--- config.mk ---
export PLATFORM = sky130hd
export DESIGN_NAME = ads_ctrl_top
export DESIGN_NICKNAME = d
export VERILOG_FILES = /design/src/source/ads_dev_pkg.sv /design/src/source/ads_link_pkg.sv /design/src/source/ads_ctrl_top.sv /design/src/source/ads_frame_reader.sv /design/src/source/ads_sequencer.sv /design/src/source/ads_spi_master.sv /design/src/source/ads_wb_regs.sv
export SDC_FILE = /design/constraint.sdc
export NUM_CORES = 1
export LEC_CHECK = 0
export ABC_AREA = 1
export BUFFER_PORTS_ARGS = -buffer_cell sky130_fd_sc_hd__buf_2
export CORE_UTILIZATION = 55
export DETAILED_ROUTE_END_ITERATION = 6
export PLACE_DENSITY = 0.76
export SLEW_MARGIN = 20
export SYNTH_ARGS = -nofsm -noshare
export SYNTH_HDL_FRONTEND = slang
export SYNTH_SLANG_ARGS = --single-unit
--- constraint.sdc ---
create_clock -name i_CLK -period 3 [get_ports i_CLK]
set_input_delay 0.75 -clock i_CLK [delete_from_list [all_inputs] [get_ports i_CLK]]
set_output_delay 0.75 -clock i_CLK [all_outputs]
set_load 0.1 [all_outputs]
--- src/source/ads_dev_pkg.sv ---
package ads_dev_pkg;

	// ==================================================================
	// device side, command bytes and register opcodes
	// ==================================================================

	// single byte commands, sent alone with cs low
	typedef enum logic [7:0] {
		cmd_wakeup  = 8'h02, // leave standby
		cmd_standby = 8'h04,
		cmd_reset   = 8'h06, // host RESET pulses the pin instead
		cmd_start   = 8'h08, // start/stop go to the START pin
		cmd_stop    = 8'h0a,
		cmd_rdatac  = 8'h10, // continuous read on every drdy
		cmd_sdatac  = 8'h11
	} ads_cmd_e;

	// top three bits of the first opcode byte, low five hold the address
	typedef enum logic [2:0] {
		op_rreg = 3'b001,
		op_wreg = 3'b010
	} ads_op_e;

	localparam int REG_ADDR_BITS = 5;
	localparam int FRAME_BYTES   = 9; // status word + ch1 + ch2, 3 bytes each

	// ==================================================================
	// host side, operation field and wishbone word map
	// ==================================================================

	typedef enum logic [2:0] {
		host_syscmd = 3'd1, // arg carries the command byte
		host_wreg   = 3'd2, // arg = reg address, data = value
		host_rreg   = 3'd3,
		host_rdatac = 3'd4,
		host_sdatac = 3'd5
	} host_op_e;

	typedef enum logic [2:0] {
		addr_op         = 3'd0, // write starts an operation
		addr_status     = 3'd1,
		addr_frame_stat = 3'd2,
		addr_frame_ch1  = 3'd3,
		addr_frame_ch2  = 3'd4,
		addr_rreg_data  = 3'd5
	} reg_addr_e;

endpackage

--- src/source/ads_link_pkg.sv ---
package ads_link_pkg;

	// one byte toward the spi engine, valid for a single cycle
	typedef struct packed {
		logic       valid;
		logic [7:0] data;
	} spi_req_t;

	// engine status and the byte captured on miso
	typedef struct packed {
		logic       ready;    // low while a byte is on the wire
		logic       rx_valid; // one cycle, byte finished
		logic [7:0] rx_data;
	} spi_rsp_t;

	// operation from the wishbone side, held until done
	typedef struct packed {
		logic                  valid;
		ads_dev_pkg::host_op_e op;
		logic [7:0]            arg;  // command byte or register address
		logic [7:0]            data; // wreg value
	} host_cmd_t;

	// one rdatac frame, first byte on the wire lands in stat[23:16]
	typedef struct packed {
		logic [23:0] stat;
		logic [23:0] ch1;
		logic [23:0] ch2;
	} frame_t;

endpackage

--- src/source/ads_ctrl_top.sv ---
`timescale 1ns/1ps

module ads_ctrl_top #(
	parameter int CLKS_PER_HALF_BIT = 4,
	parameter int POR_CYCLES        = 64,
	parameter int RST_CYCLES        = 16,
	parameter int CS_HOLD_CYCLES    = 8
) (
	input  logic        i_CLK,
	input  logic        i_RSTN,
	// wishbone classic slave
	input  logic        i_wb_cyc,
	input  logic        i_wb_stb,
	input  logic        i_wb_we,
	input  logic [2:0]  i_wb_adr,
	input  logic [31:0] i_wb_dat,
	output logic [31:0] o_wb_dat,
	output logic        o_wb_ack,
	output logic        o_frame_valid,
	// ads1292 pins
	output logic        o_SPI_CLK,
	output logic        o_SPI_MOSI,
	input  logic        i_SPI_MISO,
	output logic        o_SPI_CSN,
	input  logic        i_ADS_DRDY,
	output logic        o_ADS_RESETN,
	output logic        o_ADS_START
);

	ads_link_pkg::spi_req_t  w_spi_req;
	ads_link_pkg::spi_req_t  w_frame_spi_req;
	ads_link_pkg::spi_rsp_t  w_spi_rsp;
	ads_link_pkg::host_cmd_t w_cmd;
	ads_link_pkg::frame_t    w_frame;
	logic                    w_done;
	logic                    w_init_done;
	logic                    w_streaming;
	logic                    w_stream_en;
	logic                    w_stream_idle;
	logic [7:0]              w_rreg_data;
	logic                    w_rreg_valid;

	ads_spi_master #(.CLKS_PER_HALF_BIT(CLKS_PER_HALF_BIT)) u_spi (
		.i_CLK, .i_RSTN,
		.i_req      (w_spi_req),
		.o_rsp      (w_spi_rsp),
		.o_spi_clk  (o_SPI_CLK),
		.o_spi_mosi (o_SPI_MOSI),
		.i_spi_miso (i_SPI_MISO)
	);

	ads_sequencer #(
		.POR_CYCLES     (POR_CYCLES),
		.RST_CYCLES     (RST_CYCLES),
		.CS_HOLD_CYCLES (CS_HOLD_CYCLES)
	) u_seq (
		.i_CLK, .i_RSTN,
		.i_cmd           (w_cmd),
		.o_done          (w_done),
		.o_init_done     (w_init_done),
		.o_streaming     (w_streaming),
		.o_start_pin     (o_ADS_START),
		.o_spi_csn       (o_SPI_CSN),
		.o_ads_resetn    (o_ADS_RESETN),
		.o_spi_req       (w_spi_req),
		.i_spi_rsp       (w_spi_rsp),
		.i_frame_spi_req (w_frame_spi_req),
		.o_stream_en     (w_stream_en),
		.i_stream_idle   (w_stream_idle),
		.o_rreg_data     (w_rreg_data),
		.o_rreg_valid    (w_rreg_valid)
	);

	ads_frame_reader u_frame (
		.i_CLK, .i_RSTN,
		.i_drdy_n      (i_ADS_DRDY),
		.i_stream_en   (w_stream_en),
		.o_spi_req     (w_frame_spi_req),
		.i_spi_rsp     (w_spi_rsp),
		.o_stream_idle (w_stream_idle),
		.o_frame       (w_frame),
		.o_frame_valid (o_frame_valid)
	);

	ads_wb_regs u_regs (
		.i_CLK, .i_RSTN,
		.i_wb_cyc, .i_wb_stb, .i_wb_we, .i_wb_adr, .i_wb_dat, .o_wb_dat, .o_wb_ack,
		.o_cmd         (w_cmd),
		.i_done        (w_done),
		.i_init_done   (w_init_done),
		.i_streaming   (w_streaming),
		.i_start_pin   (o_ADS_START),
		.i_frame       (w_frame),
		.i_frame_valid (o_frame_valid),
		.i_rreg_data   (w_rreg_data),
		.i_rreg_valid  (w_rreg_valid)
	);

endmodule

--- src/source/ads_frame_reader.sv ---
`timescale 1ns/1ps

module ads_frame_reader (
	input  logic                   i_CLK,
	input  logic                   i_RSTN,
	input  logic                   i_drdy_n,
	input  logic                   i_stream_en,
	output ads_link_pkg::spi_req_t o_spi_req,
	input  ads_link_pkg::spi_rsp_t i_spi_rsp,
	output logic                   o_stream_idle,
	output ads_link_pkg::frame_t   o_frame,
	output logic                   o_frame_valid
);

	localparam int N     = ads_dev_pkg::FRAME_BYTES;
	localparam int CNT_W = $clog2(N + 1);
	localparam int FW    = $bits(ads_link_pkg::frame_t);

	logic [2:0]           r_drdy;     // 2 sync stages + edge history
	logic                 r_active;   // frame in progress
	logic [CNT_W-1:0]     r_req_cnt;  // dummy bytes issued
	logic [CNT_W-1:0]     r_rx_cnt;   // bytes captured
	logic                 r_frame_valid;
	ads_link_pkg::frame_t r_frame;
	logic                 w_drdy_fall;
	logic                 w_rx;

	assign w_drdy_fall = r_drdy[2] & ~r_drdy[1];
	assign w_rx        = r_active & i_spi_rsp.rx_valid;

	always_ff @(posedge i_CLK or negedge i_RSTN) begin
		if (!i_RSTN) begin
			r_drdy        <= 3'b111; // drdy idles high
			r_active      <= 1'b0;
			r_req_cnt     <= '0;
			r_rx_cnt      <= '0;
			r_frame_valid <= 1'b0;
		end else begin
			r_drdy        <= {r_drdy[1:0], i_drdy_n};
			r_frame_valid <= 1'b0;
			if (!r_active) begin
				// an edge seen mid-frame is simply dropped
				if (w_drdy_fall && i_stream_en) begin
					r_active  <= 1'b1;
					r_req_cnt <= '0;
					r_rx_cnt  <= '0;
				end
			end else begin
				if (o_spi_req.valid)
					r_req_cnt <= r_req_cnt + 1'b1;
				if (w_rx) begin
					r_rx_cnt <= r_rx_cnt + 1'b1;
					if (r_rx_cnt == CNT_W'(N - 1)) begin
						r_active      <= 1'b0;
						r_frame_valid <= 1'b1;
					end
				end
			end
		end
	end

	always_ff @(posedge i_CLK) begin
		if (w_rx)
			r_frame <= {r_frame[FW-9:0], i_spi_rsp.rx_data}; // oldest ends at the top
	end

	// dummy byte whenever the engine is free
	assign o_spi_req.valid = r_active && i_spi_rsp.ready && (r_req_cnt != CNT_W'(N));
	assign o_spi_req.data  = 8'h00;
	assign o_stream_idle   = ~r_active;
	assign o_frame         = r_frame;
	assign o_frame_valid   = r_frame_valid;

	a_byte_count: assert property (@(posedge i_CLK) disable iff (!i_RSTN)
		(r_rx_cnt <= r_req_cnt) && (r_req_cnt <= CNT_W'(N)));

endmodule

--- src/source/ads_sequencer.sv ---
`timescale 1ns/1ps

module ads_sequencer #(
	parameter int POR_CYCLES     = 64,
	parameter int RST_CYCLES     = 16,
	parameter int CS_HOLD_CYCLES = 8
) (
	input  logic                    i_CLK,
	input  logic                    i_RSTN,
	input  ads_link_pkg::host_cmd_t i_cmd,
	output logic                    o_done,
	output logic                    o_init_done,
	output logic                    o_streaming,
	output logic                    o_start_pin,
	output logic                    o_spi_csn,
	output logic                    o_ads_resetn,
	output ads_link_pkg::spi_req_t  o_spi_req,
	input  ads_link_pkg::spi_rsp_t  i_spi_rsp,
	input  ads_link_pkg::spi_req_t  i_frame_spi_req,
	output logic                    o_stream_en,
	input  logic                    i_stream_idle,
	output logic [7:0]              o_rreg_data,
	output logic                    o_rreg_valid
);

	localparam int AW = ads_dev_pkg::REG_ADDR_BITS;

	typedef enum logic [3:0] {
		st_por,       // power-on wait
		st_rst,       // reset pin low
		st_idle,
		st_send,      // hand next byte to the engine
		st_byte_wait,
		st_cs_hold,   // cs low a little after the last byte
		st_ack,       // lets the host drop valid
		st_stream,
		st_drain      // wait for the frame in flight
	} state_e;

	state_e      r_state;
	logic [31:0] r_cnt;      // shared wait counter
	logic [23:0] r_seq;      // bytes still to send, top byte first
	logic [1:0]  r_nbytes;
	logic        r_is_rreg;
	logic        r_to_stream;
	logic        r_done;
	logic        r_init_done;
	logic        r_streaming;
	logic        r_stream_en;
	logic        r_start;
	logic        r_csn;
	logic        r_resetn;
	logic [7:0]  r_rreg_data;
	logic        r_rreg_valid;

	always_ff @(posedge i_CLK or negedge i_RSTN) begin
		if (!i_RSTN) begin
			r_state      <= st_por;
			r_cnt        <= '0;
			r_seq        <= '0;
			r_nbytes     <= '0;
			r_is_rreg    <= 1'b0;
			r_to_stream  <= 1'b0;
			r_done       <= 1'b0;
			r_init_done  <= 1'b0;
			r_streaming  <= 1'b0;
			r_stream_en  <= 1'b0;
			r_start      <= 1'b0;
			r_csn        <= 1'b1;
			r_resetn     <= 1'b1;
			r_rreg_data  <= '0;
			r_rreg_valid <= 1'b0;
		end else begin
			r_done       <= 1'b0;
			r_rreg_valid <= 1'b0;
			case (r_state)
				// ==========================================================
				// power-up: wait, pulse reset, then SDATAC
				// ==========================================================
				st_por: begin
					r_cnt <= r_cnt + 32'd1;
					if (r_cnt == 32'(POR_CYCLES - 1)) begin
						r_cnt    <= '0;
						r_resetn <= 1'b0;
						r_state  <= st_rst;
					end
				end
				st_rst: begin
					r_cnt <= r_cnt + 32'd1;
					if (r_cnt == 32'(RST_CYCLES - 1)) begin
						r_cnt    <= '0;
						r_resetn <= 1'b1;
						if (r_init_done) begin // host RESET, pin only
							r_done  <= 1'b1;
							r_state <= st_ack;
						end else begin
							r_seq    <= {ads_dev_pkg::cmd_sdatac, 16'h0000};
							r_nbytes <= 2'd1;
							r_csn    <= 1'b0;
							r_state  <= st_send;
						end
					end
				end
				// ==========================================================
				// host operations
				// ==========================================================
				st_idle: begin
					if (i_cmd.valid) begin
						r_is_rreg   <= (i_cmd.op == ads_dev_pkg::host_rreg);
						r_to_stream <= (i_cmd.op == ads_dev_pkg::host_rdatac);
						r_seq       <= {i_cmd.arg, 16'h0000};
						r_nbytes    <= 2'd1;
						r_csn       <= 1'b0;
						r_state     <= st_send;
						case (i_cmd.op)
							ads_dev_pkg::host_wreg: begin
								// opcode+addr, count 0, value
								r_seq    <= {ads_dev_pkg::op_wreg, i_cmd.arg[AW-1:0],
									8'h00, i_cmd.data};
								r_nbytes <= 2'd3;
							end
							ads_dev_pkg::host_rreg: begin
								r_seq    <= {ads_dev_pkg::op_rreg, i_cmd.arg[AW-1:0], 16'h0000};
								r_nbytes <= 2'd3; // third byte is dummy, reply comes back
							end
							ads_dev_pkg::host_rdatac:
								r_seq <= {ads_dev_pkg::cmd_rdatac, 16'h0000};
							ads_dev_pkg::host_sdatac: begin
								r_seq   <= {ads_dev_pkg::cmd_sdatac, 16'h0000};
								r_start <= 1'b0;
							end
							ads_dev_pkg::host_syscmd: begin
								if (i_cmd.arg == ads_dev_pkg::cmd_start ||
									i_cmd.arg == ads_dev_pkg::cmd_stop) begin
									r_start <= (i_cmd.arg == ads_dev_pkg::cmd_start);
									r_csn   <= 1'b1; // pin only, no spi
									r_done  <= 1'b1;
									r_state <= st_ack;
								end else if (i_cmd.arg == ads_dev_pkg::cmd_reset) begin
									r_csn    <= 1'b1;
									r_resetn <= 1'b0;
									r_cnt    <= '0;
									r_state  <= st_rst;
								end
							end
							default: begin // unknown op, just ack
								r_csn   <= 1'b1;
								r_done  <= 1'b1;
								r_state <= st_ack;
							end
						endcase
					end
				end
				st_send: begin
					if (i_spi_rsp.ready) begin
						r_seq    <= {r_seq[15:0], 8'h00};
						r_nbytes <= r_nbytes - 2'd1;
						r_state  <= st_byte_wait;
					end
				end
				st_byte_wait: begin
					if (i_spi_rsp.rx_valid) begin
						if (r_nbytes != 2'd0) begin
							r_state <= st_send;
						end else if (r_to_stream) begin
							r_streaming <= 1'b1; // cs stays low from here
							r_stream_en <= 1'b1;
							r_done      <= 1'b1;
							r_state     <= st_stream;
						end else begin
							r_rreg_data  <= i_spi_rsp.rx_data;
							r_rreg_valid <= r_is_rreg;
							r_state      <= st_cs_hold;
						end
					end
				end
				st_cs_hold: begin
					r_cnt <= r_cnt + 32'd1;
					if (r_cnt == 32'(CS_HOLD_CYCLES - 1)) begin
						r_cnt <= '0;
						r_csn <= 1'b1;
						if (r_init_done) begin
							r_done  <= 1'b1; // same cycle cs rises
							r_state <= st_ack;
						end else begin
							r_init_done <= 1'b1;
							r_state     <= st_idle;
						end
					end
				end
				st_ack:
					r_state <= st_idle;
				// ==========================================================
				// continuous read, frame reader owns the link
				// ==========================================================
				st_stream: begin
					if (i_cmd.valid && i_cmd.op == ads_dev_pkg::host_sdatac) begin
						r_stream_en <= 1'b0;
						r_state     <= st_drain;
					end
				end
				st_drain: begin
					if (i_stream_idle) begin
						r_streaming <= 1'b0;
						r_start     <= 1'b0;
						r_to_stream <= 1'b0;
						r_is_rreg   <= 1'b0;
						r_seq       <= {ads_dev_pkg::cmd_sdatac, 16'h0000};
						r_nbytes    <= 2'd1;
						r_state     <= st_send;
					end
				end
				default:
					r_state <= st_idle;
			endcase
		end
	end

	// link mux, frame reader while streaming
	always_comb begin
		if (r_streaming) begin
			o_spi_req = i_frame_spi_req;
		end else begin
			o_spi_req.valid = (r_state == st_send) && i_spi_rsp.ready;
			o_spi_req.data  = r_seq[23:16];
		end
	end

	assign o_done       = r_done;
	assign o_init_done  = r_init_done;
	assign o_streaming  = r_streaming;
	assign o_stream_en  = r_stream_en;
	assign o_start_pin  = r_start;
	assign o_spi_csn    = r_csn;
	assign o_ads_resetn = r_resetn;
	assign o_rreg_data  = r_rreg_data;
	assign o_rreg_valid = r_rreg_valid;

	a_csn_standby: assert property (@(posedge i_CLK) disable iff (!i_RSTN)
		(r_state == st_idle && !r_streaming) |-> r_csn);

endmodule

--- src/source/ads_spi_master.sv ---
`timescale 1ns/1ps

module ads_spi_master #(
	parameter int CLKS_PER_HALF_BIT = 4
) (
	input  logic                   i_CLK,
	input  logic                   i_RSTN,
	input  ads_link_pkg::spi_req_t i_req,
	output ads_link_pkg::spi_rsp_t o_rsp,
	output logic                   o_spi_clk,
	output logic                   o_spi_mosi,
	input  logic                   i_spi_miso
);

	localparam int DIV_W = $clog2(CLKS_PER_HALF_BIT) + 1;

	logic [DIV_W-1:0] r_div;      // half-bit divider
	logic [4:0]       r_edges;    // sclk edges left, 16 per byte
	logic [7:0]       r_tx;
	logic [7:0]       r_rx;
	logic             r_sclk;
	logic             r_mosi;
	logic             r_rx_valid;
	logic             w_start;
	logic             w_tick;

	assign w_start = i_req.valid && (r_edges == 5'd0);
	// end of a half bit while a byte is running
	assign w_tick  = (r_edges != 5'd0) && (r_div == DIV_W'(CLKS_PER_HALF_BIT - 1));

	// ==================================================================
	// mode 1, cpol 0 / cpha 1
	// leading (rising) edge shifts mosi, trailing (falling) samples miso
	// ==================================================================
	always_ff @(posedge i_CLK or negedge i_RSTN) begin
		if (!i_RSTN) begin
			r_div      <= '0;
			r_edges    <= '0;
			r_sclk     <= 1'b0; // idle low
			r_mosi     <= 1'b0;
			r_rx_valid <= 1'b0;
		end else begin
			r_rx_valid <= 1'b0;
			if (w_start) begin
				r_edges <= 5'd16;
				r_div   <= '0;
			end else if (w_tick) begin
				r_div   <= '0;
				r_edges <= r_edges - 5'd1;
				r_sclk  <= ~r_sclk;
				if (!r_sclk)
					r_mosi <= r_tx[7];      // msb first
				else if (r_edges == 5'd1)
					r_rx_valid <= 1'b1;     // last falling edge, byte complete
			end else if (r_edges != 5'd0) begin
				r_div <= r_div + 1'b1;
			end
		end
	end

	always_ff @(posedge i_CLK) begin
		if (w_start)
			r_tx <= i_req.data;
		else if (w_tick && !r_sclk)
			r_tx <= {r_tx[6:0], 1'b0};
		else if (w_tick && r_sclk)
			r_rx <= {r_rx[6:0], i_spi_miso};
	end

	assign o_rsp.ready    = (r_edges == 5'd0); // drops the cycle after valid
	assign o_rsp.rx_valid = r_rx_valid;
	assign o_rsp.rx_data  = r_rx;
	assign o_spi_clk      = r_sclk;
	assign o_spi_mosi     = r_mosi;

	// whoever owns the link must wait for ready
	a_valid_needs_ready: assert property (@(posedge i_CLK) disable iff (!i_RSTN)
		i_req.valid |-> o_rsp.ready);

endmodule

--- src/source/ads_wb_regs.sv ---
`timescale 1ns/1ps

module ads_wb_regs (
	input  logic                    i_CLK,
	input  logic                    i_RSTN,
	input  logic                    i_wb_cyc,
	input  logic                    i_wb_stb,
	input  logic                    i_wb_we,
	input  logic [2:0]              i_wb_adr,
	input  logic [31:0]             i_wb_dat,
	output logic [31:0]             o_wb_dat,
	output logic                    o_wb_ack,
	output ads_link_pkg::host_cmd_t o_cmd,
	input  logic                    i_done,
	input  logic                    i_init_done,
	input  logic                    i_streaming,
	input  logic                    i_start_pin,
	input  ads_link_pkg::frame_t    i_frame,
	input  logic                    i_frame_valid,
	input  logic [7:0]              i_rreg_data,
	input  logic                    i_rreg_valid
);

	ads_link_pkg::host_cmd_t r_cmd;
	ads_link_pkg::frame_t    r_frame;   // last complete frame
	logic [7:0]              r_rreg_data;
	logic [15:0]             r_frame_cnt;
	logic [31:0]             r_rdata;
	logic                    r_ack;
	logic                    w_req;
	logic                    w_op_wr;

	assign w_req   = i_wb_cyc & i_wb_stb & ~r_ack;
	assign w_op_wr = w_req & i_wb_we & (i_wb_adr == ads_dev_pkg::addr_op);

	always_ff @(posedge i_CLK or negedge i_RSTN) begin
		if (!i_RSTN) begin
			r_cmd       <= '0;
			r_ack       <= 1'b0;
			r_frame_cnt <= '0;
		end else begin
			r_ack <= 1'b0;
			if (w_req && !w_op_wr)
				r_ack <= 1'b1; // reads and other writes, next cycle
			if (w_op_wr && !r_cmd.valid) begin
				r_cmd.valid <= 1'b1;
				r_cmd.op    <= ads_dev_pkg::host_op_e'(i_wb_dat[18:16]);
				r_cmd.arg   <= i_wb_dat[15:8];
				r_cmd.data  <= i_wb_dat[7:0];
			end
			if (i_done) begin // op write acks only here
				r_cmd.valid <= 1'b0;
				r_ack       <= 1'b1;
			end
			if (i_frame_valid)
				r_frame_cnt <= r_frame_cnt + 16'd1; // wraps
		end
	end

	always_ff @(posedge i_CLK) begin
		if (w_req && !i_wb_we) begin
			case (i_wb_adr)
				ads_dev_pkg::addr_op:
					r_rdata <= {13'd0, r_cmd.op, r_cmd.arg, r_cmd.data};
				ads_dev_pkg::addr_status:
					r_rdata <= {i_init_done, i_streaming, i_start_pin, 13'd0, r_frame_cnt};
				ads_dev_pkg::addr_frame_stat: r_rdata <= {8'h00, r_frame.stat};
				ads_dev_pkg::addr_frame_ch1:  r_rdata <= {8'h00, r_frame.ch1};
				ads_dev_pkg::addr_frame_ch2:  r_rdata <= {8'h00, r_frame.ch2};
				ads_dev_pkg::addr_rreg_data:  r_rdata <= {24'h0, r_rreg_data};
				default:                      r_rdata <= '0;
			endcase
		end
		if (i_frame_valid)
			r_frame <= i_frame;
		if (i_rreg_valid)
			r_rreg_data <= i_rreg_data;
	end

	assign o_cmd    = r_cmd;
	assign o_wb_dat = r_rdata;
	assign o_wb_ack = r_ack;

endmodule

==> out/metrics.csv <==
stage,metric,value,unit
status,outcome,completed,
worst_setup_path,start_kind,register,
logic_synthesis,synth_async_sr_flop_share,42.0,%
timing,period_needed,2490,ps
route,drc,0,
logic_synthesis,ys_ff_latch,336,
worst_setup_path,cp_top_family,flip-flops,
logic_synthesis,synth-simple-area-share,18.4,%
route,routed_wl,32100,um
logic_synthesis,yosys-top-cells-area,"edfxtp_1, dfrtp_1, nand2_1",
power_and_ir_drop,seqPwrFrac,52.1,%
logic_synthesis,yosysWarnings,0,
logic_synthesis,synth.largest_area_cell,edfxtp_1,
floorplanning,die_w,164,um
clocking,cts_resized,0,
timing,fmax,0.402,GHz
timing,final.setup.tns,0,ps
global_route,grt_pass1_vias,9662,
route,dr.pass1.iters,5,
logic_synthesis,synth_compound_area_share,7.65,%
logic_synthesis,yosysSeqAreaShare,65.0,%
worst_setup_path,crit_path_cell_trace,buf_2,
layout,area_growth,12.7,%
global_route,grt_max_degree,61,
power_and_ir_drop,combPwrFrac,2.9,%
worst_setup_path,worstPathArrival,1740,ps
layout,regArea,9390,um2
power_and_ir_drop,sw_frac_of_total,21.6,%
power_and_ir_drop,cellPowerDensity,575,nW/um2
worst_setup_path,path_buf_inv,1,
timing,finClkSkew,11.4,ps
job,maxCapViolations,0,
global_route,track_usage,25.0,%
logic_synthesis,yosysUniqueCellTypes,50,
floorplanning,start_util,56.7,%
logic_synthesis,syn_inst,1355,
route,vias,9945,
logic_synthesis,synthTopCellsByCount,"nand2_1, edfxtp_1, dfrtp_1",
floorplanning,die_area,26900,um2
clocking,cts.htree.levels,2,
floorplanning,core,25500,um2
global_route,antenna_found_initial,0,
logic_synthesis,yosysTopAreaCellShare,40.5,%
clocking,path_clk_slew,60,ps
clocking,clk_latency,530,ps
layout,fin_area,16300,um2
timing,rsz0062_at_grt,false,
route,detail-route-antenna-nets,0,
layout,multi_input_area,4430,um2
place,gp_congestion,0.900,
logic_synthesis,syn_area_per_cell,10.7,um2
clocking,cts_tree,yes,
logic_synthesis,synthAdderAreaFrac,1.13,%
timing,hold_viol_final,0,
power_and_ir_drop,pwr-share-clk,45.0,%
timing,worst_slew_pin_slew,969,ps
worst_setup_path,cpPeakStageDelay,680,ps
clocking,root_buffer,clkbuf_16,
worst_setup_path,worst-path-max-fanout,31,
route,avgRoutedWirePerCell,17.9,um
power_and_ir_drop,p_int,7.34,mW
logic_synthesis,synth.most_common_cell,nand2_1,
layout,fin_nets,1492,
global_route,overflow,0,
timing,finalCritPeriodShare,83.0,%
route,via_per_inst,5.54,
worst_setup_path,cp-end-kind,output port,
min_path,hold_class,input pin to async pin,
clocking,cts_setup_buffers,0,
timing,drv_slew,0,
clocking,cts_buffer_depth,3,
logic_synthesis,synth_top_family_by_area,simple AND/OR/NAND/NOR gates,
layout,antenna_cells,0,
worst_setup_path,critPathSlowestCell,dfrtp_4,
floorplanning,num_rows,58,
logic_synthesis,synthMuxAreaShare,1.61,%
power_and_ir_drop,leakagePower,6.76,nW
route,drt_iter0_markers,910,
logic_synthesis,synth_edf_count,195,
layout,fill_cells,1949,
logic_synthesis,synth-xor-area-share,1.64,%
power_and_ir_drop,switchingPower,2.03,mW
clocking,holdBufCountCts,0,
worst_setup_path,required,2250,ps
power_and_ir_drop,vdd_drop_max,524,uV
worst_setup_path,critPathKind,register to output port,
timing,relSlewSlack,35.4,%
floorplanning,io_pins,81,
clocking,clock_sinks,336,
global_route,grt_pass1_wl,51300,um
layout,layout-drive-gt1-share,13.6,%
timing,setup_viol,0,
floorplanning,fp.dieH,164,um
logic_synthesis,synth-main-ff-cell,edfxtp_1,
clocking,cts-buffers-inserted,35,
logic_synthesis,syn-cell-area,14400,um2
place,io_buffers,62,
place,dp_hpwl,21700,um
place,placed_area,15200,um2
-- kinds of logic after synthesis --
family,after synthesis
fa+ha+maj,13
other cells,1
flops,336
xor+xnor,27
mux,18
buf+inv,157
simple gates,627
compound gates,176
-- layout by cell type, fill, tap and decap left out, drive strengths merged, types with 2 or more instances in the layout --
cell and n:
o21bai 6, dfstp 5, mux2 18, a221oi 11
nand2 363, nor2 145, edfxtp 195, buf 79
o211ai 8, xnor2 3, nand4 11, ha 13
o22ai 3, o2111ai 6, nand3b 4, nor3 19
bufinv 2, a22oi 19, a21oi 29, o21ai 69
nor4 2, clkinv 16, clkbuf 44, a31oi 9
conb 5, clkinvlp 2, a22o 7, inv 119
dfrtp 136, o31ai 6, xor2 24, nand3 81
-- cell type report --
cell class,instances,area share (%)
flip-flops and latches,336,57.7
multi-input cells,866,27.2
clock buffers,44,5.71
repair buffers,79,2.88
inverters,119,2.76
well taps,330,2.53
clock inverters,20,1.24
-- power groups by stage --
stage / clock network [mW] / registers, mW / logic [mW]
6_report: 4.21 / 4.88 / 0.268
5_1_grt: 4.48 / 4.88 / 0.287
4_1_cts: 4.30 / 4.88 / 0.271
3_5_place_dp: 0 / 4.98 / 0.270
3_3_place_gp: 0 / 4.98 / 0.267
2_1_floorplan: 0 / 5.06 / 0.0835
-- layer usage --
metal | track usage [%] | part of all wire (%)
met4 | 7.49 | 2.3
met3 | 3.76 | 6.7
met1 | 36.4 | 45
met2 | 39.1 | 46
met5 | 0 | 0
-- flip-flops by register name, indices dropped and copies added, names as in the netlist, 3 cells and up --
signal              count
u_regs.r_frame_cnt     16
u_regs.o_wb_dat        27
u_seq.r_seq            24
u_frame.r_rx_cnt        4
u_seq.o_rreg_data       8
u_seq.r_cnt            32
u_frame.o_frame        72
u_spi.r_tx              8
u_spi.r_div             3
u_regs.r_frame         72
u_frame.r_drdy          3
u_spi.r_edges           5
u_seq.r_state           4
u_regs.r_rreg_data      8
u_frame.r_req_cnt       4
u_spi.r_rx              8
u_regs.o_cmd           20
-- worst paths after layout --
path / start / to / slack, ps / depth (start not counted)
hold reg to reg: u_frame.r_drdy[0] / u_frame.r_drdy[1] / 360 / 0
setup reg to reg: u_regs.o_cmd[12] / u_seq.r_cnt[23] / 530 / 9
min in group i_CLK: i_ADS_DRDY / u_frame.r_drdy[0] / 320 / 1
setup / recovery: u_frame.o_frame_valid / o_frame_valid / 510 / 1
max in group asynchronous: i_RSTN / u_frame.r_drdy[1] / 2030 / 2
hold / removal: i_RSTN / u_regs.r_frame_cnt[13] / 240 / 1
-- through the flow --
stage | utilization (%) | total power [mW] | hold slack, ps | setup WS, ps | std cells
CTS | 63.9 | 9.45 | 256 | 467 | 1794
finish | 63.9 | 9.37 | 240 | 510 | 1794
floorplan | - | 5.14 | 345 | 299 | 1359
detailed placement | 59.5 | 5.25 | 350 | 283 | 1730
global route | 63.9 | 9.64 | 278 | 230 | 1794
global placement | 59.5 | 5.24 | 345 | 375 | 1730
No activity file was read; power rests on OpenSTA's default activity.
